[src/tagePkg.sv]
`default_nettype none

package tagePkg;

    // pc and global history
    localparam int PcBits   = 32;
    localparam int HistBits = 32;

    // prediction counters
    localparam int CtrBits = 3;
    localparam logic [CtrBits-1:0] TakenThreshold = 3'd4;
    localparam logic [CtrBits-1:0] CtrReset       = 3'd4;

    // base table holds 128 entries
    localparam int BaseIdxBits = 7;

    // tagged tables, provider 0 is the base table
    localparam int NumTagged    = 3;
    localparam int ProviderBits = 2;

    // one table's read result
    typedef struct packed {
        logic               hit;
        logic [CtrBits-1:0] ctr;
    } tageReadT;

endpackage

`default_nettype wire

[src/tageHistory.sv]
`timescale 1ns/1ps
`default_nettype none

module tageHistory (
    input  logic                         Clk,
    input  logic                         rst,
    input  logic                         HistoryPush,
    input  logic                         HistoryTaken,
    input  logic                         HistoryRestore,
    input  logic [tagePkg::HistBits-1:0] HistoryRestoreValue,
    output logic [tagePkg::HistBits-1:0] History
);
    import tagePkg::*;

    logic [HistBits-1:0] historyNext;

    // restore wins over push
    always_comb begin
        historyNext = History;
        if (HistoryRestore) begin
            historyNext = HistoryRestoreValue;
        end else if (HistoryPush) begin
            // newest outcome enters at bit 0
            historyNext = {History[HistBits-2:0], HistoryTaken};
        end
    end

    always_ff @(posedge Clk) begin
        if (rst) begin
            History <= '0;
        end else begin
            History <= historyNext;
        end
    end

endmodule

`default_nettype wire

[config.mk]
export PLATFORM = sky130hd
export DESIGN_NAME = tageHistory
export DESIGN_NICKNAME = d
export VERILOG_FILES = /design/src/tagePkg.sv /design/src/tageHistory.sv
export SDC_FILE = /design/constraint.sdc
export NUM_CORES = 1
export LEC_CHECK = 0
export BUFFER_PORTS_ARGS = -buffer_cell sky130_fd_sc_hd__buf_4
export CAP_MARGIN = 25
export CORE_MARGIN = 1
export CORE_UTILIZATION = 46
export DETAILED_ROUTE_END_ITERATION = 8
export MAX_ROUTING_LAYER = met4
export PLACE_DENSITY = 0.79
export RECOVER_POWER = 50
export SLEW_MARGIN = 20
export SYNTH_ARGS = -nofsm -noshare
export SYNTH_HDL_FRONTEND = slang
export SYNTH_SLANG_ARGS = --single-unit
export TNS_END_PERCENT = 10
[constraint.sdc]
create_clock -name Clk -period 0.9 [get_ports Clk]
set_clock_uncertainty 0.1 [all_clocks]
set_input_delay 0.045 -clock Clk [delete_from_list [all_inputs] [get_ports Clk]]
set_output_delay 0.045 -clock Clk [all_outputs]
set_load 0.02 [all_outputs]
==> qor.csv <==
metric,value,unit
totalPowerFinal,3.548,mW
drt_pre_antenna_iters,4,
port_buffers,68,
end_kind,output pin,
worstPathMaxFanout,3,
top_regs,History (32),
rsz0062_at_grt,yes,
dp.cells,243,
max_flop_register,History,
hold_violations,0,
synth_nets,179,
cts_sinks,32,
combinationalPowerShare,0.282,
hpwlAfterDp,2239,µm
dr.first_iter.drc_count,36,
slew_headroom,0.6481,
crit_family,flip-flops,
grt_pass1_wl,6824,µm
utilization,0.8561,
min_from,rst,
grt_max_degree,34,
wl_per_cell,15.67,µm
grt_usage,0.2694,
reg2reg_from,History[30],
grt_pass1_vias,1485,
crit_buf_inv,1,
die_x,59.30,µm
cp.required,0.75,ns
gp_congestion,0.6908,
yosysTopAreaCellShare,0.4242,
start_util,0.4907,
cts_tree,done,
routed_via_density,5.131,
largest_reg_flops,32,
yosysTopAreaCell,dfxtp_1,
grt_overflow,0,
maxCapViolCount,0,
leakagePower,1.170,nW
root_buffer,clkbuf_4,
multi_input_area,770.7,µm²
clk_pin_slew,0.10,ns
whs,0.03869,ns
seqPwrFrac,0.465,
die_y,59.30,µm
finalSetupViolCount,39,
area_growth,74.48,%
crit_start,History[30],
ys_warn_count,0,
core_area,0.003078,mm²
antenna_left,0,
critPathKind,reg2out,
power_switching,0.9831,mW
slowest_delay,0.38,ns
netSwitchingFraction,0.2771,
arrival,0.82,ns
fillerInstances,161,
totalWireLength,4561,µm
insertion_delay,0.32,ns
clkPwrFrac,0.252,
yosysSeqAreaShare,0.4242,
ys_ff_latch,32,
synth_area,0.001510,mm²
layout.nets,284,
slew_viol_final,0,
synthTopCellsByArea,"dfxtp_1 42%, mux2i_1 21%, a211oi_1 16%",
yosysUniqueCellTypes,8,
fin_crit_sh,1.077,
n_antenna_cell,0,
start_kind,register,
syn_inst,142,
final-instance-count-excl-fill,291,
final-seq-area,683.2,µm²
intPower,2.565,mW
numCtsBuffers,5,
p_per_area,1346,mW/mm²
timing.final.ws_setup,-0.06971,ns
ctsLongestPathBuffers,2,
route.detailed.drc,0,
ios,69,
num_rows,20,
peakVddDrop,0.9843,mV
die_area,0.003516,mm²
status,"complete, but fails checks",
vias,1493,
antenna_found_initial,0,
cts_htree_levels,2,
min_path_type,in2reg,
avgSynthCellArea,10.64,µm²
slowest_stage,dfxtp_2,
fin_crit,0.9697,ns
failed_checks,negative setup slack,
pre_cts_ws,-0.1905,ns
fmax,1.031,GHz
worst_pin_slew,0.5278,ns
drive_gt1_frac,0.4818,
path_cells,buf_6,
[final timing paths]
path	endpoint	cells past startpoint	slack, ns
max	History[30]	1	-0.07
min	History[4]	2	0.04
max reg2reg	History[31]	2	-0.04
min reg2reg	History[15]	2	0.47
[cell usage after synthesis (all sizes together)]
library cell / count
dfxtp: 32
a211oi: 32
mux2i: 32
clkbuf: 9
inv: 1
nor2b: 32
buf: 4
[routing by layer]
metal,up-vias,global-route usage,wire length [µm]
met5,-,-,0
met4,0,0.09184,83
met1,699,0.3206,1932
li1,723,-,-
met2,61,0.4526,2324
met3,10,0.05240,220
[area by class of cell]
cell class                      instances  share of cell area
Timing Repair Buffer                  111              0.4012
Inverter                                1            0.001424
Clock buffer                            7             0.02469
Multi-Input combinational cell         96              0.2925
Tap cell                               44             0.02089
Sequential cell                        32              0.2593
[power by group through the flow]
stage | logic [mW] | clock network, mW | registers [mW]
finish | 1.00 | 0.895 | 1.65
global route | 1.06 | 0.966 | 1.66
CTS | 0.967 | 0.910 | 1.64
detailed placement | 0.751 | 0 | 1.64
global placement | 0.739 | 0 | 1.64
floorplan | 0.311 | 0 | 1.75
[worst reg2reg max path: stages (launching register included)]
cell and delay [ns]:
dfxtp_2 0.38, mux2i_1 0.08, a211oi_1 0.28
[placed cells by master, fill, tap and decap left out]
master,n
a211oi_2,2
clkbuf_8,2
buf_4,45
mux2i_1,32
dfxtp_2,31
inv_1,1
a211oi_1,30
dlygate4sd3_1,33
clkbuf_4,5
nor2b_1,32
dfxtp_4,1
buf_6,31
buf_12,2
[cells by family (layout without fill, tap and decap cells)]
family / count (synthesis) / count (layout) / share of synthesized area
buffers and inverters: 14 / 119 / 0.07208
multiplexers: 32 / 32 / 0.2121
AO/OA/AOI/OAI: 32 / 32 / 0.1591
AND/OR/NAND/NOR: 32 / 32 / 0.1326
flip-flops: 32 / 32 / 0.4242
[per-stage QoR]
stage / TNS, ns / cell area, µm²
2_1_floorplan: -0.8352 / 1510
3_3_place_gp: -4.184 / 2011
3_5_place_dp: -5.133 / 2011
4_1_cts: -1.607 / 2615
5_1_grt: -3.307 / 2635
6_report: -1.601 / 2635
[timing repair]
| action | CTS | global route |
|---|---|---|
| gates cloned | 0 | 0 |
| hold buffers | 33 | 0 |
| hold endpoints to repair | 32 | 0 |
| setup buffers | 8 | 0 |
| resized for setup | 61 | 5 |
| pin swaps | 9 | 13 |
| endpoints found under the setup margin | 35 | 56 |
Note: power is estimated with default switching activity, not from simulation.
