[src/tagePkg.sv]
`default_nettype none

package tagePkg;

    // pc and global history
    localparam int PcBits   = 32;
    localparam int HistBits = 32;

    // prediction counters
    localparam int CtrBits = 3;
    localparam logic [CtrBits-1:0] TakenThreshold = 3'd4;
    localparam logic [CtrBits-1:0] CtrReset       = 3'd4;

    // base table holds 128 entries
    localparam int BaseIdxBits = 7;

    // tagged tables, provider 0 is the base table
    localparam int NumTagged    = 3;
    localparam int ProviderBits = 2;

    // one table's read result
    typedef struct packed {
        logic               hit;
        logic [CtrBits-1:0] ctr;
    } tageReadT;

endpackage

`default_nettype wire

[src/tageUpdateIf.sv]
`timescale 1ns/1ps
`default_nettype none

interface tageUpdateIf;
    import tagePkg::*;

    logic                    Valid;
    logic [PcBits-1:0]       Pc;
    logic [HistBits-1:0]     History;
    logic [ProviderBits-1:0] Provider;
    logic [CtrBits-1:0]      Counter;

    modport source (
        output Valid,
        output Pc,
        output History,
        output Provider,
        output Counter
    );

    modport sink (
        input Valid,
        input Pc,
        input History,
        input Provider,
        input Counter
    );

endinterface

`default_nettype wire

[src/tageTable.sv]
`timescale 1ns/1ps
`default_nettype none

module tageTable #(
    parameter int IdxBits = 7,
    parameter int TagBits = 7,
    parameter int HistLen = 4,
    parameter int TableId = 1
) (
    input  logic                         Clk,
    input  logic                         rst,
    input  logic                         Stall,
    input  logic                         LookupValid,
    input  logic [tagePkg::PcBits-1:0]   LookupPc,
    input  logic [tagePkg::HistBits-1:0] History,
    tageUpdateIf.sink                    upd,
    output tagePkg::tageReadT            Read
);
    import tagePkg::*;

    localparam int Depth = 1 << IdxBits;

    logic [TagBits-1:0] tagMem [Depth];
    logic [CtrBits-1:0] ctrMem [Depth];
    logic [Depth-1:0]   validMem;

    logic [IdxBits-1:0] lookupIdx;
    logic [TagBits-1:0] lookupTag;
    logic [IdxBits-1:0] updIdx;
    logic [TagBits-1:0] updTag;
    logic               readEn;
    logic               writeEn;

    logic               rdValid;
    logic [TagBits-1:0] rdTag;
    logic [CtrBits-1:0] rdCtr;
    logic [TagBits-1:0] rdLookupTag;

    // xor of w-bit chunks, bit i lands on position i mod w
    function automatic logic [HistBits-1:0] foldHist(input logic [HistBits-1:0] hist,
                                                     input int w);
        logic [HistBits-1:0] res;
        res = '0;
        for (int i = 0; i < HistLen; i++) begin
            res[i % w] = res[i % w] ^ hist[i];
        end
        return res;
    endfunction

    function automatic logic [IdxBits-1:0] hashIdx(input logic [PcBits-1:0] pc,
                                                   input logic [HistBits-1:0] hist);
        logic [HistBits-1:0] f;
        f = foldHist(hist, IdxBits);
        return pc[IdxBits+1:2] ^ f[IdxBits-1:0];
    endfunction

    // tag bits sit just above the index field
    function automatic logic [TagBits-1:0] hashTag(input logic [PcBits-1:0] pc,
                                                   input logic [HistBits-1:0] hist);
        logic [HistBits-1:0] f;
        f = foldHist(hist, TagBits);
        return pc[IdxBits+2 +: TagBits] ^ f[TagBits-1:0];
    endfunction

    assign lookupIdx = hashIdx(LookupPc, History);
    assign lookupTag = hashTag(LookupPc, History);
    assign updIdx    = hashIdx(upd.Pc, upd.History);
    assign updTag    = hashTag(upd.Pc, upd.History);

    assign readEn  = LookupValid && !Stall && !upd.Valid;
    assign writeEn = upd.Valid && !Stall && (upd.Provider == ProviderBits'(TableId));

    always_ff @(posedge Clk) begin
        if (rst) begin
            validMem <= '0;
        end else if (writeEn) begin
            validMem[updIdx] <= 1'b1;
        end
    end

    always_ff @(posedge Clk) begin
        if (writeEn) begin
            tagMem[updIdx] <= updTag;
            ctrMem[updIdx] <= upd.Counter;
        end
    end

    always_ff @(posedge Clk) begin
        if (rst) begin
            rdValid <= 1'b0;
        end else if (readEn) begin
            rdValid <= validMem[lookupIdx];
        end
    end

    // entry and lookup tag travel together into stage two
    always_ff @(posedge Clk) begin
        if (readEn) begin
            rdTag       <= tagMem[lookupIdx];
            rdCtr       <= ctrMem[lookupIdx];
            rdLookupTag <= lookupTag;
        end
    end

    assign Read.hit = rdValid && (rdTag == rdLookupTag);
    assign Read.ctr = rdCtr;

endmodule

`default_nettype wire

[src/flat_wrapper.sv]
// flat-port wrapper written by rule: the top's interface ports become plain ports
module tageTable_flat import tagePkg::*;
#(
    parameter int IdxBits = 7,
    parameter int TagBits = 7,
    parameter int HistLen = 4,
    parameter int TableId = 1
)
  (Clk, rst, Stall, LookupValid, LookupPc, History, Read, upd_Valid, upd_Pc, upd_History, upd_Provider, upd_Counter);
  tageUpdateIf upd_i ();
  input  logic Clk;
  input  logic rst;
  input  logic Stall;
  input  logic LookupValid;
  input  logic [tagePkg::PcBits-1:0] LookupPc;
  input  logic [tagePkg::HistBits-1:0] History;
  output tagePkg::tageReadT Read;
  input wire logic [$bits(upd_i.Valid)-1:0] upd_Valid;
  input wire logic [$bits(upd_i.Pc)-1:0] upd_Pc;
  input wire logic [$bits(upd_i.History)-1:0] upd_History;
  input wire logic [$bits(upd_i.Provider)-1:0] upd_Provider;
  input wire logic [$bits(upd_i.Counter)-1:0] upd_Counter;
  assign upd_i.Valid = upd_Valid;
  assign upd_i.Pc = upd_Pc;
  assign upd_i.History = upd_History;
  assign upd_i.Provider = upd_Provider;
  assign upd_i.Counter = upd_Counter;
  tageTable #(.IdxBits(IdxBits), .TagBits(TagBits), .HistLen(HistLen), .TableId(TableId)) u_core (.Clk(Clk), .rst(rst), .Stall(Stall), .LookupValid(LookupValid), .LookupPc(LookupPc), .History(History), .upd(upd_i), .Read(Read));
endmodule
[config.mk]
export PLATFORM = sky130hd
export DESIGN_NAME = tageTable_flat
export DESIGN_NICKNAME = d
export VERILOG_FILES = /design/src/tagePkg.sv /design/src/tageUpdateIf.sv /design/src/tageTable.sv /design/src/flat_wrapper.sv
export SDC_FILE = /design/constraint.sdc
export NUM_CORES = 2
export LEC_CHECK = 0
export ABC_AREA = 1
export BUFFER_PORTS_ARGS = -buffer_cell sky130_fd_sc_hd__buf_2
export CAP_MARGIN = 20
export CORE_MARGIN = 4
export CORE_UTILIZATION = 55
export DETAILED_ROUTE_END_ITERATION = 12
export MAX_ROUTING_LAYER = met4
export PLACE_DENSITY = 0.72
export RECOVER_POWER = 50
export SETUP_SLACK_MARGIN = 0.5
export SLEW_MARGIN = 20
export SYNTH_ARGS = -nofsm -noshare
export SYNTH_HDL_FRONTEND = slang
export SYNTH_SLANG_ARGS = --single-unit
[constraint.sdc]
create_clock -name Clk -period 6.53 [get_ports Clk]
set_input_delay 0.9795 -clock Clk [delete_from_list [all_inputs] [get_ports Clk]]
set_output_delay 0.9795 -clock Clk [all_outputs]
set_load 0.02 [all_outputs]
==> summary.md <==
| Metric | Value |
|---|---|
| Status | finished, violations left |
| Failing checks | max-capacitance violations, max-slew violations |
| Max_cap viols | 18 |
| Postcts setup bufs | 0 |
| Clock Path Buffers | 3 |
| R2R Setup Slk | 4440 ps |
| Syn Std Cell Area | 0.0580 sq mm |
| EDFF count, synth | 1297 |
| Max Clock Freq | 221 MHz |
| Reg2reg end | u_core.rdTag[0] |
| Hold Path Class | flip-flop to flip-flop |
| Largest net degree at the start of global routing | 122 |
| Total Nets Final | 5229 |
| Detail Route Antenna Nets | 0 |
| RSZ-0062 raised after global routing | false |
| Reg2reg start | u_core.tagMem[40][0] |
| Worst-margin pin slew | 3410 ps |
| Drt drc | 0 |
| DIE WIDTH | 333 um |
| Share of cells above drive strength 1 | 7.60% |
| CTS Hold Buffers Added | 0 |
| Total vias in the final route | 39000 |
| Worst vdd ir | 0.330 mV |
| IO Count | 142 |
| Syn-to-layout area delta | 10.7% |
| Syn_nets | 5283 |
| GR peak layer | met2 |
| FF+latch count, synth | 1426 |
| Grt total ovfl | 0 |
| Slew Limit Fails | 953 |
| Tot Pwr | 19900 uW |
| Filler instances | 7895 |
| Req. time, crit path | 6780 ps |
| Total Routing Usage GR | 27.0% |
| Crit path launch | upd_History[2] |
| Number of distinct library cells after synthesis | 27 |
| Vias/cell | 5.91 |
| GR Util met2 | 41.5% |
| Setup tns final | 0 ps |
| Final Cycle Share | 69.3% |
| Die H | 333 um |
| Seq/Total Area, Yosys | 71.6% |
| Hold Violations, Final | 0 |
| Slowest cell on crit path | clkbuf_1 |
| Vias in the first global route | 37300 |
| Critical path class | input port to flip-flop |
| Initial Util | 55.7% |
| Post-route setup slack | 2000 ps |
| Post-CTS Resized | 0 |
| Synth async-reset ratio | 0% |
| Clock slew seen by the registers of the worst setup and hold paths | 60 ps |
| Met3 usage | 5.77% |
| Ys Warns | 0 |
| Pre-CTS setup slack | 2160 ps |
| Tmin final | 4530 ps |
| Starting DRT DRC Count | 4919 |
| First-pass GRT wire length | 222 mm |
| Clock Latency Late Sink | 740 ps |
| CP endpoint kind | flip-flop |
| Die Area | 0.111 sq mm |
| Max-slew headroom | -127% |
| Clk sinks | 1426 |
| Setup Viol. Count Final | 0 |
| Routed len/inst | 22.4 um |
| Dpl hpwl | 80.7 mm |
| Hold path start | u_core.validMem[90] |
| CTS HTree Levels | 4 |
| WHS Endpoint | u_core.validMem[90] |
| Hold Crit Depth | 2 |
| Largest stage delay on the critical path | 1690 ps |
| Final Wtd Congestion | 0.846 |
| Core area | 0.104 sq mm |
| TritonCTS clock tree | done |
| Main flop type after synthesis | edfxtp_1 |
| Most frequent CP cell | clkbuf_1 |
| Syn_area_per_cell | 11.3 sq um |
| Pwr dens | 310 mW/mm^2 |
| Levels on crit path | 4 |
| Yosys top cell area share | 67.2% |
| I/O Buffers | 49 |
| Leak | 0.0223 uW |
| First-pass DRT Iterations | 6 |
| Critical path launch point type | input port |
| Met1 usage | 35.9% |
| Crit-path leading delay family | buffers and inverters |
| TritonCTS Buffers | 142 |
| Root Buffer | clkbuf_16 |
| Initial antenna violation count | 6 |
| R2R cell count | 9 |
| Top post-synthesis cells by area | edfxtp_1, nand3_1, nand2_1 |
| Crit path max fanout | 87 |
| CP bufs+invs | 3 |
| Cell taking the most area after synthesis | edfxtp_1 |
| Crit path cell chain | clkbuf_1, xor2_4, clkbuf_1, clkbuf_2 |
| WP data arrival | 4780 ps |
| Skew final | 14.7 ps |
| Core Util, Final | 61.7% |
| Routed wire length | 148 mm |
| Syn Inst Count | 5145 |
| Rows | 118 |
-- synth_stat cells (36+ instances only) --
master / instances
nor2_1: 431
o211ai_1: 71
o21ai_0: 82
clkbuf_1: 165
inv_1: 177
edfxtp_1: 1297
buf_2: 122
or2_2: 51
nand3_1: 1134
dfxtp_1: 129
buf_1: 36
nand2_1: 1331
o21bai_1: 41
-- worst reg2reg max path: stages, from the launching register on --
cell and delay, ps:
edfxtp_1 350, or2_2 290, o211ai_1 80, nand3_1 90
nand3_1 150, nand3_1 250, nand3b_1 340, nand2_1 140
nand2_1 100, nand2_1 50
-- per-stage QoR --
step / area [sq um] / hold WS, ps / cells
floorplan: 58000 / 431 / 5145
global placement: 59500 / 443 / 6319
detailed placement: 59600 / 456 / 6322
CTS: 64200 / 470 / 6584
global route: 64200 / 481 / 6596
finish: 64200 / 466 / 6596
-- layout by cell type (no fill, tap or decap), drive strengths merged, types with 15 or more instances in the layout --
cell,n
nand3b,15
a21oi,21
o211ai,71
nor2,431
or2,51
buf,91
dfxtp,129
o21ai,88
clkbuf,234
edfxtp,1297
inv,188
clkinv,41
nand3,1134
o21bai,41
nand2,1332
-- how the worst max path moves through the flow --
stage / to
final: u_core.tagMem[50][2]
after floorplan: u_core.tagMem[0][0]
after detailed placement: u_core.rdValid
after global placement: u_core.rdValid
after CTS: Read[3]
after global routing: u_core.tagMem[30][2]
-- sequential cells by signal, summed over array words and instances (netlist names) --
| name | count |
|---|---|
| u_core.rdValid | 1 |
| u_core.validMem | 128 |
| u_core.rdTag | 7 |
| u_core.ctrMem | 384 |
| u_core.tagMem | 896 |
| u_core.rdLookupTag | 7 |
| u_core.rdCtr | 3 |
-- area by class of cell --
type | count | area [sq um] | area share [%]
Antenna cell | 7 | 17.5 | 0.0273
Clock inverter | 62 | 651 | 1.01
Sequential cell | 1426 | 41500 | 64.7
Tap cell | 1380 | 1730 | 2.69
Inverter | 179 | 678 | 1.06
Clock buffer | 200 | 3980 | 6.21
Multi-Input combinational cell | 3217 | 14600 | 22.7
Timing Repair Buffer | 125 | 998 | 1.56
-- layer usage --
| metal | up-vias | part of all wire, % |
|---|---|---|
| li1 | 17800 | - |
| met1 | 18800 | 39 |
| met2 | 2055 | 47 |
| met3 | 339 | 10 |
| met4 | 0 | 3.6 |
| met5 | - | 0 |
-- logic make-up (layout without fill, tap and decap cells) --
logic type      after synthesis  count (layout)  share of synthesized area, %
buf+inv                     502             566                          3.51
flops                      1426            1426                          71.6
simple gates               2967            2967                          22.0
compound gates              231             231                          2.52
other cells                   0               7                             0
xor+xnor                     19              19                         0.313
-- where the power goes --
group          leakage (uW)  switching [uW]  internal (uW)
Sequential           0.0127            5.29          10000
Combinational       0.00729            1340            463
Clock               0.00228            3380           4680
Total                0.0223            4730          15200
(Power assumes the default switching activity.)
