$ cat src/tagePkg.sv
`default_nettype none

package tagePkg;

    // pc and global history
    localparam int PcBits   = 32;
    localparam int HistBits = 32;

    // prediction counters
    localparam int CtrBits = 3;
    localparam logic [CtrBits-1:0] TakenThreshold = 3'd4;
    localparam logic [CtrBits-1:0] CtrReset       = 3'd4;

    // base table holds 128 entries
    localparam int BaseIdxBits = 7;

    // tagged tables, provider 0 is the base table
    localparam int NumTagged    = 3;
    localparam int ProviderBits = 2;

    // one table's read result
    typedef struct packed {
        logic               hit;
        logic [CtrBits-1:0] ctr;
    } tageReadT;

endpackage

`default_nettype wire

$ cat src/tageUpdateIf.sv
`timescale 1ns/1ps
`default_nettype none

interface tageUpdateIf;
    import tagePkg::*;

    logic                    Valid;
    logic [PcBits-1:0]       Pc;
    logic [HistBits-1:0]     History;
    logic [ProviderBits-1:0] Provider;
    logic [CtrBits-1:0]      Counter;

    modport source (
        output Valid,
        output Pc,
        output History,
        output Provider,
        output Counter
    );

    modport sink (
        input Valid,
        input Pc,
        input History,
        input Provider,
        input Counter
    );

endinterface

`default_nettype wire

$ cat src/tageBimodal.sv
`timescale 1ns/1ps
`default_nettype none

module tageBimodal (
    input  logic                       Clk,
    input  logic                       rst,
    input  logic                       Stall,
    input  logic                       Flush,
    input  logic                       LookupValid,
    input  logic [tagePkg::PcBits-1:0] LookupPc,
    tageUpdateIf.sink                  upd,
    output tagePkg::tageReadT          Read,
    output logic                       ReadValid
);
    import tagePkg::*;

    localparam int Depth = 1 << BaseIdxBits;

    logic [CtrBits-1:0]     ctrMem [Depth];
    logic [BaseIdxBits-1:0] lookupIdx;
    logic [BaseIdxBits-1:0] updIdx;
    logic [CtrBits-1:0]     rdCtr;
    logic                   readEn;
    logic                   writeEn;

    assign lookupIdx = LookupPc[BaseIdxBits+1:2];
    assign updIdx    = upd.Pc[BaseIdxBits+1:2];

    // any update owns the port, so a lookup in that cycle is lost
    assign readEn  = LookupValid && !Stall && !upd.Valid;
    assign writeEn = upd.Valid && !Stall && (upd.Provider == '0);

    always_ff @(posedge Clk) begin
        if (rst) begin
            for (int i = 0; i < Depth; i++) begin
                ctrMem[i] <= CtrReset;
            end
        end else if (writeEn) begin
            ctrMem[updIdx] <= upd.Counter;
        end
    end

    always_ff @(posedge Clk) begin
        if (readEn) begin
            rdCtr <= ctrMem[lookupIdx];
        end
    end

    // first-stage valid for the whole pipeline
    always_ff @(posedge Clk) begin
        if (rst) begin
            ReadValid <= 1'b0;
        end else if (!Stall) begin
            ReadValid <= LookupValid && !upd.Valid && !Flush;
        end
    end

    assign Read.hit = 1'b1;
    assign Read.ctr = rdCtr;

endmodule

`default_nettype wire

$ cat src/flat_wrapper.sv
// flat-port wrapper written by rule: the top's interface ports become plain ports
module tageBimodal_flat import tagePkg::*;
  (Clk, rst, Stall, Flush, LookupValid, LookupPc, Read, ReadValid, upd_Valid, upd_Pc, upd_History, upd_Provider, upd_Counter);
  tageUpdateIf upd_i ();
  input  logic Clk;
  input  logic rst;
  input  logic Stall;
  input  logic Flush;
  input  logic LookupValid;
  input  logic [tagePkg::PcBits-1:0] LookupPc;
  output tagePkg::tageReadT Read;
  output logic ReadValid;
  input wire logic [$bits(upd_i.Valid)-1:0] upd_Valid;
  input wire logic [$bits(upd_i.Pc)-1:0] upd_Pc;
  input wire logic [$bits(upd_i.History)-1:0] upd_History;
  input wire logic [$bits(upd_i.Provider)-1:0] upd_Provider;
  input wire logic [$bits(upd_i.Counter)-1:0] upd_Counter;
  assign upd_i.Valid = upd_Valid;
  assign upd_i.Pc = upd_Pc;
  assign upd_i.History = upd_History;
  assign upd_i.Provider = upd_Provider;
  assign upd_i.Counter = upd_Counter;
  tageBimodal u_core (.Clk(Clk), .rst(rst), .Stall(Stall), .Flush(Flush), .LookupValid(LookupValid), .LookupPc(LookupPc), .upd(upd_i), .Read(Read), .ReadValid(ReadValid));
endmodule
$ cat config.mk
export PLATFORM = sky130hd
export DESIGN_NAME = tageBimodal_flat
export DESIGN_NICKNAME = d
export VERILOG_FILES = /design/src/tagePkg.sv /design/src/tageUpdateIf.sv /design/src/tageBimodal.sv /design/src/flat_wrapper.sv
export SDC_FILE = /design/constraint.sdc
export NUM_CORES = 1
export LEC_CHECK = 0
export BUFFER_PORTS_ARGS = -buffer_cell sky130_fd_sc_hd__buf_2
export CAP_MARGIN = 20
export CORE_MARGIN = 2
export CORE_UTILIZATION = 55
export DETAILED_ROUTE_END_ITERATION = 12
export PLACE_DENSITY = 0.84
export SKIP_LAST_GASP = 1
export SLEW_MARGIN = 10
export SYNTH_ARGS = -nofsm -noshare
export SYNTH_HDL_FRONTEND = slang
export SYNTH_SLANG_ARGS = --single-unit
export TNS_END_PERCENT = 30
$ cat constraint.sdc
create_clock -name Clk -period 3 [get_ports Clk]
set_clock_uncertainty 0.2 [all_clocks]
set_input_delay 0 -clock Clk [delete_from_list [all_inputs] [get_ports Clk]]
set_output_delay 0 -clock Clk [all_outputs]
set_load 0.01 [all_outputs]
==> flow_metrics.env, run 1 <==
export IMPL_outcome="finished clean"
export IMPL_p_clk_frac=0.378
export IMPL_globalRouteTotalUtil=0.2609
export IMPL_wire_per_inst_um=25.88
export IMPL_grt_antenna_before_repair=0
export IMPL_dpl_worst_slack_ns=0.1723
export IMPL_areaGrowthSynthToFinish_pct=11.66
export IMPL_ys_seq_area_frac=0.6522
export IMPL_crit_start="upd_Valid"
export IMPL_antenna_diode_count=0
export IMPL_drt_pass1_iter_count=5
export IMPL_synth_yosys_warnings=0
export IMPL_switching_share=0.2146
export IMPL_yosysUniqueCellTypes=25
export IMPL_synthesized_cell_area_um2=17850
export IMPL_power_w=0.01156
export IMPL_dr_total_vias=11250
export IMPL_final_setup_viol_count=0
export IMPL_cp_data_required_time_ns=3.09
export IMPL_yosys_top_cells_area="edfxtp_1 65%, mux4_2 16%, nor2_1 5.7%"
export IMPL_hold_class="primary input to register"
export IMPL_netlist_top_cell_by_area="edfxtp_1"
export IMPL_slew_headroom=0.3237
export IMPL_ctsLongestPathBuffers=3
export IMPL_via_density_per_instance=6.626
export IMPL_synthesis_nets=1349
export IMPL_finalNetCount=1378
export IMPL_maximum_number_of_pins_on_one_net_before_global_route_repair=86
export IMPL_layout_worst_path_cycle_share=0.9221
export IMPL_internal_power_w=0.009082
export IMPL_period_needed_ns=2.766
export IMPL_ys_ff_latch=388
export IMPL_final_hold_worst_slack_ns=0.01976
export IMPL_ioPinCount=112
export IMPL_setup_total_neg_slack_ns=0
export IMPL_placementRows=65
export IMPL_worstSetupPathType="primary input to register"
export IMPL_avgSynthCellArea_um2=14.37
export IMPL_max_cap_viol_count=0
export IMPL_finalHoldViolations=0
export IMPL_placement_io_buffers=28
export IMPL_grt_remaining_overflow=0
export IMPL_core_area_um2=31720
export IMPL_crit_path_start_kind="primary input"
export IMPL_clk_pin_slew_worst_paths_ns=0.07
export IMPL_global_route_wire_length_before_repair_um=64590
export IMPL_power_density_cell_area_nw_per_um2=580.1
export IMPL_vias_in_the_first_global_route=11260
export IMPL_die_w_um=184.2
export IMPL_dp_hpwl_um=27210
export IMPL_slew_violations=0
export IMPL_layout_setup_ws_ns=0.2338
export IMPL_layout_commonest_cell="edfxtp_1"
export IMPL_die_h_um=184.2
export IMPL_rsz0062_at_grt="false"
export IMPL_cp_arrival_ns=2.85
export IMPL_totalWireLength_um=43920
export IMPL_vdd_ir_drop_worst_mv=0.3653
export IMPL_postSynthCellCount=1242
export IMPL_cp_end_kind="register"
export IMPL_total_leakage_power_nw=6.755
export IMPL_achievable_frequency_mhz=361.5
export IMPL_ant_nets=0
export IMPL_gp_congestion=0.8110
export IMPL_sequential_power_share=0.544
export IMPL_clock_tree_from_tritoncts="yes"
export IMPL_hp_start="upd_Pc[5]"
export IMPL_worst_pin_slew_ns=1.014
export IMPL_cts_buf_count=37
export IMPL_layout_core_utilization=0.6284
export IMPL_power_switching_w=0.002481
export IMPL_layout_cells_most_common_list="387 x edfxtp_1, 267 x nor2_1, 168 x nand2_1"
export IMPL_r2r_start="u_core.ctrMem[86][0]$_SDFFCE_PN0P_"
export IMPL_synthDominantCellAreaShare=0.6511
export IMPL_p_comb_frac=0.078
export IMPL_tritoncts_num_sinks=388
export IMPL_drc_viols=0
export IMPL_design_die_area_um2=33910
export IMPL_htree_levels=2
export IMPL_cell_at_the_root_of_the_clock_tree="clkbuf_16"
export IMPL_drive_above_1_share=0.2116
export IMPL_floorplan_initialDensity=0.5628
export IMPL_drt_iter0_drc=1639
export IMPL_critical_path_max_fanout=16
export IMPL_worstSkewPairLatency_ns=0.53
==> path summary, 6_finish.rpt <==
| path | depth (start not counted) | slack [ns] | to |
|---|---|---|---|
| setup / recovery | 8 | 0.23 | u_core.ctrMem[89][2]$_SDFFCE_PN1P_ |
| hold / removal | 4 | 0.02 | u_core.ctrMem[67][2]$_SDFFCE_PN1P_ |
| setup reg to reg | 4 | 0.29 | u_core.rdCtr[0]$_DFFE_PP_ |
| hold reg to reg | 3 | 0.96 | u_core.ReadValid$_SDFFE_PP0N_ |
==> timing repair <==
action / in CTS / in global routing
setup endpoints to repair: 0 / 2
hold buffers: 15 / 0
resized for setup: 0 / 3
setup buffers: 0 / 1
hold endpoints to repair: 98 / 0
==> kinds of logic (layout without fill, tap and decap cells) <==
family	Yosys count	in the layout	synth area share
other	1	1	0.0002101
multiplexers	129	129	0.1609
AND/OR/NAND/NOR	482	482	0.1065
flip-flops	388	388	0.6522
buffers and inverters	113	166	0.02601
AO/OA/AOI/OAI	129	129	0.05425
==> critical path, stage by stage <==
cell and delay [ns]:
dlygate4sd3_1 0.52, buf_2 0.10, or4b_4 0.52, or3b_2 0.54, nor3_4 0.23, clkbuf_16 0.25, nand2_1 0.08, dlygate4sd3_1 0.60
==> metal layers <==
metal,global-route usage,vias to the layer above,part of all wire
li1,-,4672,-
met1,0.3464,5545,0.35
met2,0.4293,900,0.48
met3,0.04604,128,0.13
met4,0.1136,0,0.043
met5,0,-,0
==> power groups by stage <==
| stage | registers, W | clock network, W | logic [W] |
|---|---|---|---|
| finish | 0.00630 | 0.00437 | 0.000898 |
| global route | 0.00632 | 0.00454 | 0.000934 |
| detailed placement | 0.00641 | 0 | 0.000871 |
| CTS | 0.00629 | 0.00437 | 0.000889 |
| global placement | 0.00638 | 0 | 0.000850 |
| floorplan | 0.00637 | 0 | 0.000627 |
==> state kept, by name (all words and copies together) (netlist names) <==
register and count:
u_core.rdCtr 3, u_core.ReadValid 1, u_core.ctrMem 384
==> cell type report <==
type	count	area, um2
clock buffer	45	955.9
clock inverter	18	145.1
fill	2132	11790
inverter	1	3.754
multi-input combinational	741	5779
sequential	388	11640
tap	402	503.0
timing repair buffer	102	903.4
==> metrics by stage <==
step	cells	cell area [um2]
2_1_floorplan	1242	17850
3_3_place_gp	1617	18650
3_5_place_dp	1617	18650
4_1_cts	1695	19900
5_1_grt	1697	19930
6_report	1697	19930
==> synthesized netlist by cell type <==
| library cell | number |
|---|---|
| dfxtp_1 | 1 |
| or4b_2 | 1 |
| nor3_1 | 18 |
| conb_1 | 1 |
| clkbuf_1 | 89 |
| or3_1 | 1 |
| a21o_1 | 128 |
| nand2_1 | 168 |
| and3_1 | 2 |
| buf_6 | 3 |
| nor4_1 | 7 |
| buf_4 | 3 |
| or3b_2 | 1 |
| a22oi_1 | 1 |
| mux2_2 | 3 |
| nor3b_1 | 2 |
| nand3_1 | 2 |
| buf_1 | 12 |
| inv_1 | 1 |
| nor2_1 | 271 |
| edfxtp_1 | 387 |
| nand2b_1 | 6 |
| nor2b_1 | 3 |
| buf_2 | 5 |
| mux4_2 | 126 |
(Power assumes the default switching activity.)
==> run 2: changes to the inputs <==
Settings changed: ABC_AREA from default to 1.
==> flow_metrics.env, run 2 <==
export IMPL_drc_viols=0
export IMPL_post_synth_most_frequent_cells="713 x nand2_1, 395 x nor2_1, 387 x edfxtp_1, 348 x nand3_1, 131 x inv_1"
export IMPL_period_needed_ns=2.932
export IMPL_final_setup_viol_count=0
export IMPL_cts_post_setup_buffers_inserted=0
export IMPL_ff2ff_setup_slack_ns=0.07
export IMPL_worstSkewPairLatency_ns=0.54
export IMPL_setup_total_neg_slack_ns=0
export IMPL_power_density_cell_area_nw_per_um2=581.8
export IMPL_logic_depth_of_the_worst_register_to_register_path=12
export IMPL_outcome="finished clean"
export IMPL_ant_nets=0
export IMPL_finalHoldViolations=0
export IMPL_rsz0062_at_grt="false"
export IMPL_synthDominantCellAreaShare=0.6088
export IMPL_hp_start="upd_Pc[6]"
export IMPL_tritoncts_num_sinks=388
export IMPL_postSynthCellCount=2193
export IMPL_final_hold_worst_slack_ns=0.05714
export IMPL_r2r_start="u_core.ctrMem[119][1]$_SDFFCE_PN0P_"
export IMPL_power_w=0.01208
export IMPL_layout_cells_most_common_list="712 x nand2_1, 395 x nor2_1, 387 x edfxtp_1"
export IMPL_critical_path_max_fanout=1
export IMPL_globalRouteTotalUtil=0.2575
export IMPL_synth_edff_count=387
export IMPL_ctsLongestPathBuffers=3
export IMPL_die_w_um=190.3
export IMPL_clk_pin_slew_worst_paths_ns=0.07
export IMPL_yosys_most_used_dff="edfxtp_1"
export IMPL_dp_hpwl_um=27390
export IMPL_synth_yosys_warnings=0
export IMPL_placement_io_buffers=28
export IMPL_drt_pass1_iter_count=6
export IMPL_avgSynthCellArea_um2=8.704
export IMPL_cell_at_the_root_of_the_clock_tree="clkbuf_16"
export IMPL_max_cap_viol_count=0
export IMPL_totalWireLength_um=46290
export IMPL_wire_per_inst_um=17.57
export IMPL_placementRows=68
export IMPL_hold_path_endpoint="u_core.ctrMem[22][2]$_SDFFCE_PN1P_"
export IMPL_finalNetCount=2260
export IMPL_synthesized_cell_area_um2=19090
export IMPL_floorplan_initialDensity=0.5553
export IMPL_layout_worst_path_cycle_share=0.9773
export IMPL_slew_headroom=0.2925
export IMPL_global_route_wire_length_before_repair_um=72640
export IMPL_drive_above_1_share=0.08318
export IMPL_vias_in_the_first_global_route=14790
export IMPL_core_area_um2=34370
export IMPL_yosys_top_cells_area="edfxtp_1 61%, nand2_1 14%, nand3_1 9.1%"
export IMPL_largest_register_ffs=384
export IMPL_areaGrowthSynthToFinish_pct=8.823
export IMPL_worstSetupPathType="register to register"
export IMPL_crit_path_start_kind="register"
export IMPL_netlist_top_cell_by_area="edfxtp_1"
export IMPL_ys_ff_latch=388
export IMPL_layout_commonest_cell="nand2_1"
export IMPL_clock_tree_from_tritoncts="yes"
export IMPL_hold_depth=6
export IMPL_grt_remaining_overflow=0
export IMPL_total_leakage_power_nw=7.874
export IMPL_synthesis_nets=2300
export IMPL_cts_buf_count=38
export IMPL_die_h_um=190.3
export IMPL_vdd_ir_drop_worst_mv=0.3545
export IMPL_largest_register_by_flop_count="u_core.ctrMem"
export IMPL_dr_total_vias=15100
export IMPL_cp_arrival_ns=3.02
export IMPL_slew_violations=0
export IMPL_crit_path_top_delay_cell="dlygate4sd3_1"
export IMPL_via_density_per_instance=5.734
export IMPL_timing_critical_path_cells="nand2_1 > nand3_1 > nand3_1 > nand3_1 > nand2_2 > nand2_1 > nand3_1 > nand2_1 > nand2_1 > dlygate4sd3_1 > nand2_1 > dlygate4sd3_1"
export IMPL_synth_async_reset_ratio=0
export IMPL_ioPinCount=112
export IMPL_worst_pin_slew_ns=1.061
export IMPL_critical_path_max_stage_delay_ns=0.57
export IMPL_drt_iter0_drc=1899
export IMPL_yosysUniqueCellTypes=16
export IMPL_maximum_number_of_pins_on_one_net_before_global_route_repair=159
export IMPL_gp_congestion=0.8473
export IMPL_grt_antenna_before_repair=2
export IMPL_htree_levels=2
export IMPL_ys_seq_area_frac=0.6099
export IMPL_synth_most_common_cell="nand2_1"
export IMPL_achievable_frequency_mhz=341.1
export IMPL_hold_class="primary input to register"
export IMPL_cp_data_required_time_ns=3.09
export IMPL_cp_end_kind="register"
export IMPL_regToRegEndpoint="u_core.rdCtr[1]$_DFFE_PP_"
export IMPL_design_die_area_um2=36210
export IMPL_cpMostUsedCell="nand2_1"
export IMPL_layout_top_registers="u_core.ctrMem x384, u_core.rdCtr x3, u_core.ReadValid x1"
[run 2: how the worst max path moves through the flow]
| stage | start | end | slack, ns | depth (start not counted) |
|---|---|---|---|---|
| CTS | LookupPc[2] | u_core.rdCtr[1]$_DFFE_PP_ | 0.16 | 15 |
| floorplan | upd_Provider[1] | u_core.ctrMem[125][0]$_SDFFCE_PN0P_ | 1.47 | 12 |
| global placement | rst | u_core.ctrMem[112][2]$_SDFFCE_PN1P_ | 0.68 | 5 |
| global route | u_core.ctrMem[119][1]$_SDFFCE_PN0P_ | u_core.rdCtr[1]$_DFFE_PP_ | 0.003 | 12 |
| finish | u_core.ctrMem[119][1]$_SDFFCE_PN0P_ | u_core.rdCtr[1]$_DFFE_PP_ | 0.07 | 12 |
| detailed placement | rst | u_core.ctrMem[102][0]$_SDFFCE_PN0P_ | 0.64 | 5 |
[run 2: kinds of logic after synthesis]
kind of cell,synth area share
AO/OA/AOI/OAI,0.0002620
buffers and inverters,0.07244
flip-flops,0.6099
other,0.0001965
AND/OR/NAND/NOR,0.3172
[run 2: power breakdown]
part           internal, W  total, W  switching, W  leakage [nW]
combinational     0.000264  0.000969      0.000704          3.51
clock              0.00281   0.00482       0.00202         0.608
sequential         0.00621   0.00629     0.0000783          3.76
[run 2: area by class of cell]
| class | count | area, um2 |
|---|---|---|
| tap | 455 | 569.3 |
| clock inverter | 21 | 210.2 |
| clock buffer | 42 | 1030 |
| multi-input combinational | 1482 | 6066 |
| inverter | 178 | 688.2 |
| fill | 2702 | 13600 |
| antenna | 3 | 7.507 |
| timing repair buffer | 65 | 559.3 |
| sequential | 388 | 11640 |
[run 2: stage by stage]
stage               cells  setup slack, ns    util  instance area (um2)
finish               2634          0.06800  0.6043                20770
CTS                  2631           0.1595  0.6036                20750
global route         2633         0.003221  0.6042                20770
global placement     2553           0.6809  0.5632                19360
detailed placement   2553           0.6393  0.5632                19360
floorplan            2193            1.465       -                19090
[run 2: repair_timing]
item                                   4_1_cts  5_1_grt
endpoints found under the hold margin      135        0
resized for setup                            0        4
hold buffers                                15        0
setup endpoints to repair                    0        1
[run 2: worst max-delay path, delay by kind of cell (launching register included)]
family	cells	cell delay, ns
buf+inv	2	1.11
simple gates	10	1.00
flops	1	0.39
[run 2: metal layers]
metal / wire, um / vias up / share of wire / global-route usage
met2: 22590 / 893 / 0.49 / 0.4401
met5: 0 / - / 0 / 0
met4: 2107 / 0 / 0.046 / 0.1339
met1: 16600 / 7061 / 0.36 / 0.3141
li1: - / 6986 / - / -
met3: 4991 / 164 / 0.11 / 0.04453
