$ cat src/tagePkg.sv
`default_nettype none

package tagePkg;

    // pc and global history
    localparam int PcBits   = 32;
    localparam int HistBits = 32;

    // prediction counters
    localparam int CtrBits = 3;
    localparam logic [CtrBits-1:0] TakenThreshold = 3'd4;
    localparam logic [CtrBits-1:0] CtrReset       = 3'd4;

    // base table holds 128 entries
    localparam int BaseIdxBits = 7;

    // tagged tables, provider 0 is the base table
    localparam int NumTagged    = 3;
    localparam int ProviderBits = 2;

    // one table's read result
    typedef struct packed {
        logic               hit;
        logic [CtrBits-1:0] ctr;
    } tageReadT;

endpackage

`default_nettype wire

$ cat src/tageProvider.sv
`timescale 1ns/1ps
`default_nettype none

module tageProvider (
    input  logic                                           Clk,
    input  logic                                           rst,
    input  logic                                           Stall,
    input  logic                                           Flush,
    input  logic                                           ReadValid,
    input  tagePkg::tageReadT                              BaseRead,
    input  tagePkg::tageReadT [tagePkg::NumTagged-1:0]     TaggedRead,
    output logic                                           PredictValid,
    output logic                                           PredictTaken,
    output logic [tagePkg::CtrBits-1:0]                    PredictCounter,
    output logic [tagePkg::ProviderBits-1:0]               PredictProvider
);
    import tagePkg::*;

    tageReadT                selRead;
    logic [ProviderBits-1:0] selProvider;
    logic                    selTaken;
    logic                    loadEn;

    // longest history wins, later tables overwrite earlier hits
    always_comb begin
        selRead     = BaseRead;
        selProvider = '0;
        for (int i = 0; i < NumTagged; i++) begin
            if (TaggedRead[i].hit) begin
                selRead     = TaggedRead[i];
                selProvider = ProviderBits'(i + 1);
            end
        end
    end

    assign selTaken = selRead.ctr > TakenThreshold;
    assign loadEn   = ReadValid && !Flush;

    always_ff @(posedge Clk) begin
        if (rst) begin
            PredictValid <= 1'b0;
        end else if (!Stall) begin
            PredictValid <= loadEn;
        end
    end

    // result fields only move with a valid prediction
    always_ff @(posedge Clk) begin
        if (rst) begin
            PredictTaken    <= 1'b0;
            PredictCounter  <= '0;
            PredictProvider <= '0;
        end else if (!Stall && loadEn) begin
            PredictTaken    <= selTaken;
            PredictCounter  <= selRead.ctr;
            PredictProvider <= selProvider;
        end
    end

endmodule

`default_nettype wire

$ cat config.mk
export PLATFORM = sky130hd
export DESIGN_NAME = tageProvider
export DESIGN_NICKNAME = d
export VERILOG_FILES = /design/src/tagePkg.sv /design/src/tageProvider.sv
export SDC_FILE = /design/constraint.sdc
export NUM_CORES = 1
export LEC_CHECK = 0
export BUFFER_PORTS_ARGS = -buffer_cell sky130_fd_sc_hd__buf_2
export CAP_MARGIN = 10
export CORE_AREA = 2 2 39 41
export DETAILED_ROUTE_END_ITERATION = 6
export DIE_AREA = 0 0 41 43
export SYNTH_ARGS = -nofsm -noshare
export SYNTH_HDL_FRONTEND = slang
export SYNTH_SLANG_ARGS = --single-unit
$ cat constraint.sdc
create_clock -name Clk -period 1.03 [get_ports Clk]
set_input_delay 0.0515 -clock Clk [delete_from_list [all_inputs] [get_ports Clk]]
set_output_delay 0.0515 -clock Clk [all_outputs]
set_load 0.01 [all_outputs]
==> qor.csv, run 1 <==
stage;metric;value;unit
status;status;finished, final reports clean;
pwr;Leakage;0.276;nW
timing;setup tns final;0;ns
global_route;Overflow after GRT;0;
timing;Final Hold Fails;0;
timing;RSZ-0062 raised after global routing;no;
clock_network;CTS tree;yes;
pwr;worst IR drop on VDD;0.463;mV
global_route;initial antenna violation count;0;
finish;synthesis-to-finish area growth;48.8;%
die;core area;0.00138;mm2
yosys;Mapped Area;379;um2
finish;layout cells sized above 1;48.6;%
clock_network;Sink Count;7;
drt;wire per inst;9.79;um
clock_network;Clock Pin Slew Worst Setup and Hold Paths;0.05;ns
drt;# DRC;0;
worst_hold_path;HP Class;in -> reg;
yosys;synthesized area per cell;8.62;um2
drt;drt first pass iters;2;
critical_path;crit path max fanout;4;
place;Port Buffers;26;
die;die span in y;43;um
die;die width;41;um
global_route;vias in the first global route;333;
clock_network;worst-skew pair later-pin latency;0.24;ns
timing;Final Max Tran Viols;0;
critical_path;Crit. Startpoint;TaggedRead[3];
pwr;Flop pwr share;42.6;%
clock_network;hold buffer count at cts;0;
finish;ANT cells;0;
finish;Nets;96;
pwr;P_int;0.506;mW
finish;most frequent cells in the layout;26 x buf_2, 8 x nor2_1, 7 x dfxtp_1;
yosys;number of standard cells after synthesis;44;
pwr;power share of the combinational group;21.6;%
die;num ports;28;
yosys;synth warn;0;
global_route;largest net degree at the start of global routing;11;
drt;Via Count;423;
global_route;global-route wire length before repair;1390;um
clock_network;CTS Buf Count;3;
critical_path;FF-to-FF setup slack;0.38;ns
clock_network;Clock Tree Root;clkbuf_4;
worst_hold_path;hold path start;Stall;
timing;final setup fails;0;
place;post-DP HPWL;735;um
timing;FMAX;1.20;GHz
place;gp weighted congestion;0.720;
pwr;switch share;25.5;%
job;Max-Cap Viols;0;
critical_path;CP Class;in -> reg;
critical_path;Reg2Reg Launch Point;PredictProvider[1];
drt;drt total wl;881;um
die;std cell rows;14;
pwr;clock share of power;35.7;%
critical_path;critical path data required time;1.17;ns
finish;area of the multi-input gates;209;um2
timing;Tmin final;0.835;ns
clock_network;H-Tree Depth;1;
clock_network;Post-CTS Setup Bufs;0;
yosys;Synth cell types;17;
timing;clock skew;0;ns
clock_network;CTS resizes;0;
timing;Tcrit/Tclk final;81.1;%
finish;Layout fillers;151;
finish;register area;140;um2
timing;Rel. slew slack;82.5;%
critical_path;Worst EP arrival;0.98;ns
yosys;post-synthesis sequential area ratio;37.0;%
finish;post-layout util;40.8;%
drt;mean number of vias per cell;4.70;
drt;antenna-violating nets left;0;
drt;DRT iter0 DRCs;1;
yosys;Seq cells post-synth;7;
critical_path;crit end category;flip-flop;
yosys;Post-Synthesis Net Count;65;
die;full die area;0.00176;mm2
global_route;gr usage total;11.3;%
critical_path;Critical Path Start Type;input pin;
pwr;Power Dens Cells;1200;mW/mm2
clock_network;CTS Buffer Depth;2;
pwr;Net Sw Power;0.173;mW
timing;Worst Tran Pin Value;0.263;ns
die;Initial Utilization;27.4;%
finish;most common cell after layout, fill and taps aside;buf_2;
==> cells in the mapped netlist <==
master      instances  share of area, %
a21oi_1             4               5.3
dfxtp_1             7                37
clkinvlp_2          1               1.3
inv_1               3               3.0
nand2_1             1              0.99
nor3_1              1               1.3
nor3b_1             2               4.0
a211oi_1            5               9.9
o41ai_2             1               4.3
a221oi_2            2               7.9
a22oi_1             1               2.0
mux2i_1             3               7.9
nand3b_1            1               2.0
nor2_1              8               7.9
nor2b_1             1               1.7
buf_1               1              0.99
buf_2               2               2.6
==> critical path, cell delays in order <==
cell	delay [ns]
buf_2	0.13
mux2i_1	0.14
a221oi_2	0.30
a221oi_2	0.06
o41ai_2	0.29
==> through the flow <==
stage,power (mW),area [um2],hold slack (ns),worst slack [ns],instances
finish,0.679,564,0.0585,0.195,90
global placement,0.441,538,0.302,0.00181,86
detailed placement,0.443,538,0.306,-0.0628,86
CTS,0.691,564,0.0528,0.176,90
floorplan,0.373,379,0.196,0.0804,44
global route,0.723,564,0.0686,0.132,90
==> path summary, 6_finish.rpt <==
path,to,cells past startpoint
worst min register to register,PredictValid,2
worst min-delay path,PredictValid,3
worst max register to register,PredictProvider[1],2
worst max-delay path,PredictTaken,5
==> power by group through the flow <==
stage / Sequential (mW) / Clock, mW / Combinational [mW]
finish: 0.289 / 0.242 / 0.147
global route: 0.291 / 0.266 / 0.166
CTS: 0.290 / 0.253 / 0.148
detailed placement: 0.296 / 0 / 0.147
global placement: 0.295 / 0 / 0.146
floorplan: 0.302 / 0 / 0.0706
==> registers in the layout, indices dropped and copies added (netlist names) <==
name and flops:
PredictCounter 3, PredictProvider 2, PredictTaken 1, PredictValid 1
==> per-layer routing <==
metal,GRT usage (%),vias to the layer above,routed length [um]
met5,0,-,0
met4,6.00,0,0
met3,1.57,0,56
met2,16.3,14,417
met1,15.7,190,407
li1,-,219,-
==> area by class of cell <==
type	count	share of cell area [%]
Clock buffer	4	4.66
Sequential cell	7	24.8
Multi-Input combinational cell	30	37.0
Timing Repair Buffer	29	27.1
Tap cell	16	3.55
Inverter	4	2.88
==> cells by family after synthesis <==
group	after synthesis	share of synthesized area (%)
AOI/OAI and AO/OA	13	29.4
buffers and inverters	7	7.92
DFF	7	37.0
muxes	3	7.92
and+or+nand+nor	14	17.8
No activity file was read; power rests on OpenSTA's default activity.
==> run 2: changes to the inputs <==
--- a/config.mk
+++ b/config.mk
@@ -5,6 +5,7 @@
 export SDC_FILE = /design/constraint.sdc
 export NUM_CORES = 1
 export LEC_CHECK = 0
+export ABC_AREA = 1
 export BUFFER_PORTS_ARGS = -buffer_cell sky130_fd_sc_hd__buf_2
 export CAP_MARGIN = 10
 export CORE_AREA = 2 2 39 41
==> constraint.sdc (replaced) <==
create_clock -name Clk -period 0.9 [get_ports Clk]
set_input_delay 0.045 -clock Clk [delete_from_list [all_inputs] [get_ports Clk]]
set_output_delay 0.045 -clock Clk [all_outputs]
set_load 0.01 [all_outputs]
==> run 2 against run 1 <==
  * Synthesized cell count increased by 43%
  * Utilization increased by 3.2 points
  * Sequential share of layout area decreased by 1.8 points
  * Clock power increased by 12%
  * Area after synthesis increased by 9.2%
  * Sequential power increased by 14%
  * Critical path type unchanged
==> qor.csv, run 2 <==
stage;metric;value;unit;change
pwr;worst IR drop on VDD;0.672;mV;+45%
finish;Nets;117;;+22%
drt;# DRC;0;;unchanged
place;pre-CTS setup slack;0.00946;ns;+0.0723 ns
clock_network;Clock Pin Slew Worst Setup and Hold Paths;0.05;ns;about the same
die;full die area;0.00176;mm2;unchanged
place;post-DP HPWL;759;um;+3.3%
timing;clock skew;0;ns;unchanged
yosys;synth warn;0;;unchanged
yosys;Post-Synthesis Net Count;84;;+29%
global_route;largest net degree at the start of global routing;8;;-3
global_route;gr usage total;11.9;%;+0.55 points
timing;Worst Tran Pin Value;0.202;ns;-0.0607 ns
timing;RSZ-0062 raised after global routing;no;;
yosys;leading area contributor after synthesis;dfxtp_1;;
timing;hold slack;0.0865;ns;+0.0280 ns
finish;area of the multi-input gates;226;um2;+8.4%
yosys;Synth Area in Simple Gates;39.6;%;+22 points
drt;drt total wl;905;um;+2.7%
die;core area;0.00138;mm2;unchanged
critical_path;crit-path max cell delay;0.54;ns;+0.24 ns
place;Port Buffers;26;;unchanged
pwr;Power Dens Cells;1260;mW/mm2;+4.6%
status;status;finished, final reports clean;;
drt;mean number of vias per cell;4.22;;-10%
yosys;Mapped Area;414;um2;+9.2%
yosys;top-count cell post-synth;nand2_1;;
clock_network;Clock Tree Root;clkbuf_4;;
timing;Final Max Tran Viols;0;;unchanged
yosys;Top FF cell, synth;dfxtp_1;;
drt;Via Count;468;;+11%
critical_path;crit path max fanout;4;;unchanged
finish;synthesis-to-finish area growth;46.8;%;
clock_network;CTS Buffer Depth;2;;unchanged
yosys;number of standard cells after synthesis;63;;+43%
finish;top flop regs;PredictCounter (3), PredictProvider (2);;
yosys;Synth Area in Compound Gates;15.1;%;-14 points
timing;Final Hold Fails;0;;unchanged
global_route;initial antenna violation count;0;;unchanged
worst_hold_path;HP Class;in -> reg;;
yosys;synthesized area per cell;6.57;um2;-24%
timing;Tmin final;0.847;ns;
critical_path;CP Class;in -> reg;;
drt;wire per inst;8.15;um;-17%
critical_path;critical path data required time;1.07;ns;-0.10 ns
drt;DRT iter0 DRCs;6;;+5
timing;FMAX;1.18;GHz;
finish;most frequent cells in the layout;26 x buf_2, 18 x nand2_1, 11 x nor2_1;;
timing;Rel. slew slack;86.5;%;+4.0 points
yosys;Post-synth top cells;18 x nand2_1, 11 x nor2_1, 10 x inv_1, 7 x dfxtp_1;;
clock_network;CTS tree;yes;;
yosys;mux share of post-synthesis cell area;0;%;-7.9 points
critical_path;Cell Chain, Critical Path;dlygate4sd3_1, buf_2, inv_1, o21ai_0, a21oi_1;;
yosys;ys async rst share;0;%;unchanged
clock_network;Sink Count;7;;unchanged
finish;Top reg by flops;PredictCounter;;
finish;ANT cells;0;;unchanged
pwr;Leakage;0.348;nW;+26%
timing;Tcrit/Tclk final;94.1;%;
yosys;Yosys top cell area share;33.8;%;-3.1 points
yosys;Seq cells post-synth;7;;unchanged
global_route;Overflow after GRT;0;;unchanged
worst_hold_path;Hold Path Cell Cnt;3;;unchanged
critical_path;Critical Path Start Type;input pin;;
critical_path;crit end category;flip-flop;;
yosys;EDFF count, synth;0;;unchanged
global_route;global-route wire length before repair;1460;um;+4.5%
timing;final setup fails;0;;unchanged
place;gp weighted congestion;0.674;;-6.4%
die;Initial Utilization;29.9;%;+2.5 points
clock_network;CTS Buf Count;3;;unchanged
yosys;synthesized-area fraction occupied by adder cells;0;%;unchanged
drt;antenna-violating nets left;0;;unchanged
die;die span in y;43;um;unchanged
finish;Layout fillers;162;;+7.3%
yosys;post-synthesis sequential area ratio;33.8;%;-3.1 points
finish;most common cell after layout, fill and taps aside;buf_2;;
die;std cell rows;14;;unchanged
clock_network;H-Tree Depth;1;;unchanged
yosys;main combinational cell family by area after synthesis;simple AND/OR/NAND/NOR gates;;
finish;register area;140;um2;unchanged
critical_path;Worst R2R Path Depth;2;;unchanged
timing;setup tns final;0;ns;unchanged
finish;layout cells sized above 1;38.9;%;-9.7 points
global_route;vias in the first global route;402;;+21%
die;die width;41;um;unchanged
yosys;top post-synthesis cells by area;dfxtp_1 34%, nand2_1 16%, nor2_1 10%, inv_1 9.1%, a21oi_2 4.2%;;
timing;post-route setup slack;0.0527;ns;-0.142 ns
drt;drt first pass iters;4;;+2
yosys;Synth cell types;14;;-3
critical_path;Worst EP arrival;1.02;ns;+0.04 ns
job;Max-Cap Viols;0;;unchanged
finish;max reg flops;3;;unchanged
yosys;xor/xnor share of the synthesized area;0;%;unchanged
die;num ports;28;;unchanged
clock_network;worst-skew pair later-pin latency;0.24;ns;about the same
critical_path;Slowest cell on crit path;dlygate4sd3_1;;
clock_network;CTS resizes;0;;unchanged
-- run 2: cell types whose count changed after synthesis, sizes merged, moves of 4 or more --
cell and delta:
a211oi -5, nor2 +4, nand2 +17, inv +9
-- run 2: what timing repair did --
action,CTS,global route
endpoints found under the hold margin,1,0
hold buffers,1,0
buffers inserted,0,0
-- run 2: final timing paths --
check,end,from,slack (ns)
max,PredictProvider[1],rst,0.05
min,PredictValid,Stall,0.09
max reg2reg,PredictCounter[0],PredictCounter[0],0.26
min reg2reg,PredictValid,PredictValid,0.46
-- run 2: critical path, delay by kind of cell --
kind / cells / cell delay [ns]
compound gates: 2 / 0.20
buf+inv: 3 / 0.79
-- run 2: logic make-up (layout without fill, tap and decap cells) --
family / count (synthesis) / after routing
AO/OA/AOI/OAI: 10 / 10
AND/OR/NAND/NOR: 34 / 34
buffers and inverters: 12 / 44
flip-flops: 7 / 7
-- run 2: through the flow --
stage | total power, mW | utilization [%] | instance area, um2 | std cells
floorplan | 0.418 | - | 414 | 63
global placement | 0.497 | 41.3 | 572 | 106
detailed placement | 0.498 | 41.3 | 572 | 106
CTS | 0.781 | 43.9 | 608 | 111
global route | 0.816 | 43.9 | 608 | 111
finish | 0.765 | 43.9 | 608 | 111
-- run 2: final cells by class --
cell class,instances,area share [%]
multi-input cells,44,37.2
repair buffers,28,24.3
flip-flops and latches,7,23.0
inverters,12,7.82
clock buffers,4,4.32
well taps,16,3.29
-- run 2: report_power, final --
group / internal [mW] / leakage (nW) / switching [mW]
registers: 0.325 / 0.0571 / 0.00567
logic: 0.0760 / 0.275 / 0.0879
clock network: 0.168 / 0.0150 / 0.103
total: 0.569 / 0.348 / 0.196
-- run 2: routing by layer --
layer	vias to the layer above	track usage (%)	part of all wire [%]
li1	257	-	-
met1	199	14.0	44
met2	12	18.8	48
met3	0	1.57	7.8
met4	0	8.00	0
met5	-	0	0
==> run 3: changes to the inputs <==
--- a/config.mk
+++ b/config.mk
@@ -5,7 +5,6 @@
 export SDC_FILE = /design/constraint.sdc
 export NUM_CORES = 1
 export LEC_CHECK = 0
-export ABC_AREA = 1
 export BUFFER_PORTS_ARGS = -buffer_cell sky130_fd_sc_hd__buf_2
 export CAP_MARGIN = 10
 export CORE_AREA = 2 2 39 41
==> run 3 against run 2 <==
  * Non-clock buffer count is 5 higher
  * Critical path depth stayed put
  * First-iteration DRC count is 17% higher
  * Count of clock-buffer cells in the layout stayed put
  * Final area is 2.3% lower
  * Worst hold slack worse by 0.025 ns
  * Combinational power is 12% higher
  * Routed wire length is 9.8% higher
  * Critical path type unchanged
==> qor.csv, run 3 (synthesis gave the netlist of run 1 again) <==
stage;metric;value;unit;change
finish;register area;140;um2;unchanged
critical_path;crit path max fanout;4;;unchanged
timing;Worst Tran Pin Value;0.257;ns;+0.0556 ns
global_route;GR Layer Usage met1;16.7;%;+2.8 points
drt;antenna-violating nets left;0;;unchanged
drt;Via Count;427;;-8.8%
die;std cell rows;14;;unchanged
finish;synthesis-to-finish area growth;56.8;%;
clock_network;worst-skew pair later-pin latency;0.24;ns;about the same
finish;Top reg by flops;PredictCounter;;
critical_path;critical path data required time;1.04;ns;-0.03 ns
global_route;M3 GR Usage;1.57;%;unchanged
worst_hold_path;Hold Path End;PredictValid;;
timing;clock skew;0;ns;unchanged
place;gp weighted congestion;0.741;;+10%
drt;# DRC;0;;unchanged
finish;max reg flops;3;;unchanged
die;core area;0.00138;mm2;unchanged
finish;Layout fillers;145;;-10%
finish;layout cells sized above 1;51.3;%;+12 points
critical_path;CP Class;in -> reg;;
pwr;Power Dens Cells;1340;mW/mm2;+6.6%
timing;setup tns final;0;ns;unchanged
die;die span in y;43;um;unchanged
clock_network;CTS tree;yes;;
global_route;most used routing layer;met2;;
global_route;initial antenna violation count;0;;unchanged
die;full die area;0.00176;mm2;unchanged
worst_hold_path;HP Class;in -> reg;;
global_route;vias in the first global route;386;;-4.0%
timing;Final Hold Fails;0;;unchanged
finish;most frequent cells in the layout;26 x buf_2, 8 x nor2_1, 7 x dfxtp_1, 7 x buf_4, 5 x a211oi_1;;
drt;wire per inst;10.6;um;+30%
timing;Tcrit/Tclk final;90.2;%;-3.9 points
worst_hold_path;Hold Path Cell Cnt;3;;unchanged
critical_path;worst r2r dst;PredictCounter[1];;
critical_path;Worst R2R Path Depth;2;;unchanged
clock_network;Post-CTS Setup Bufs;0;;unchanged
drt;drt first pass iters;4;;unchanged
clock_network;CTS resizes;0;;unchanged
global_route;global-route wire length before repair;1530;um;+5.2%
global_route;largest net degree at the start of global routing;11;;+3
pwr;Leakage;0.296;nW;-15%
finish;top flop regs;PredictCounter (3), PredictProvider (2);;
drt;DRT iter0 DRCs;7;;+1
global_route;Overflow after GRT;0;;unchanged
finish;most common cell after layout, fill and taps aside;buf_2;;
critical_path;crit end category;flip-flop;;
clock_network;Clock Pin Slew Worst Setup and Hold Paths;0.05;ns;about the same
clock_network;Clock Tree Root;clkbuf_4;;
finish;post-layout util;42.9;%;-0.99 points
timing;FMAX;1.23;GHz;+4.4%
critical_path;Reg2Reg Launch Point;PredictCounter[1];;
finish;Nets;100;;-15%
die;Initial Utilization;27.4;%;-2.5 points
place;Port Buffers;26;;unchanged
critical_path;FF-to-FF setup slack;0.22;ns;-0.04 ns
timing;Rel. slew slack;82.8;%;-3.7 points
drt;drt total wl;994;um;+9.8%
critical_path;Crit. Startpoint;TaggedRead[3];;
clock_network;hold buffer count at cts;0;;-1
global_route;gr usage total;12.7;%;+0.77 points
timing;Tmin final;0.812;ns;-0.0354 ns
clock_network;Sink Count;7;;unchanged
global_route;M2 GR Usage;19.4;%;+0.63 points
critical_path;Critical Path Start Type;input pin;;
status;status;finished, final reports clean;;
finish;ANT cells;0;;unchanged
place;post-DP HPWL;788;um;+3.9%
timing;RSZ-0062 raised after global routing;no;;
finish;area of the multi-input gates;209;um2;-7.7%
critical_path;Worst EP arrival;0.96;ns;-0.06 ns
clock_network;CTS Buf Count;3;;unchanged
die;num ports;28;;unchanged
clock_network;H-Tree Depth;1;;unchanged
worst_hold_path;hold path start;Stall;;
job;Max-Cap Viols;0;;unchanged
clock_network;CTS Buffer Depth;2;;unchanged
die;die width;41;um;unchanged
timing;Final Max Tran Viols;0;;unchanged
pwr;worst IR drop on VDD;0.483;mV;-28%
drt;mean number of vias per cell;4.54;;+7.7%
timing;final setup fails;0;;unchanged
[run 3: worst max path at each step]
stage	end
after global routing	PredictTaken
after CTS	PredictTaken
final	PredictTaken
after detailed placement	PredictTaken
after global placement	PredictTaken
after floorplan	PredictTaken
[run 3: where the power goes]
part	total (mW)	internal (mW)	switching (mW)
logic	0.184	0.0960	0.0878
registers	0.332	0.325	0.00646
clock network	0.282	0.169	0.113
[run 3: area by class of cell]
cell class | count | area share, %
multi-input combinational | 30 | 35.2
timing repair buffer | 33 | 30.7
sequential | 7 | 23.6
clock buffer | 4 | 4.42
tap | 16 | 3.37
inverter | 4 | 2.74
[run 3: layer usage]
metal  part of all wire [%]  wire, um
met3                    4.5        45
met4                      0         0
met2                     53       531
met5                      0         0
met1                     42       417
[run 3: stage by stage]
step	cell area (um2)	total power [mW]	hold WS [ns]	instances	setup WS, ns
2_1_floorplan	385	0.430	0.190	44	0.0246
3_3_place_gp	568	0.516	0.293	90	-0.0998
3_5_place_dp	568	0.521	0.308	90	-0.158
4_1_cts	594	0.809	0.0534	94	0.0838
5_1_grt	594	0.844	0.0762	94	0.0453
6_report	594	0.797	0.0616	94	0.0881
[run 3: critical path, cell delays in order]
cell,delay (ns)
buf_2,0.13
mux2i_1,0.13
a221oi_2,0.28
a221oi_2,0.08
o41ai_2,0.29
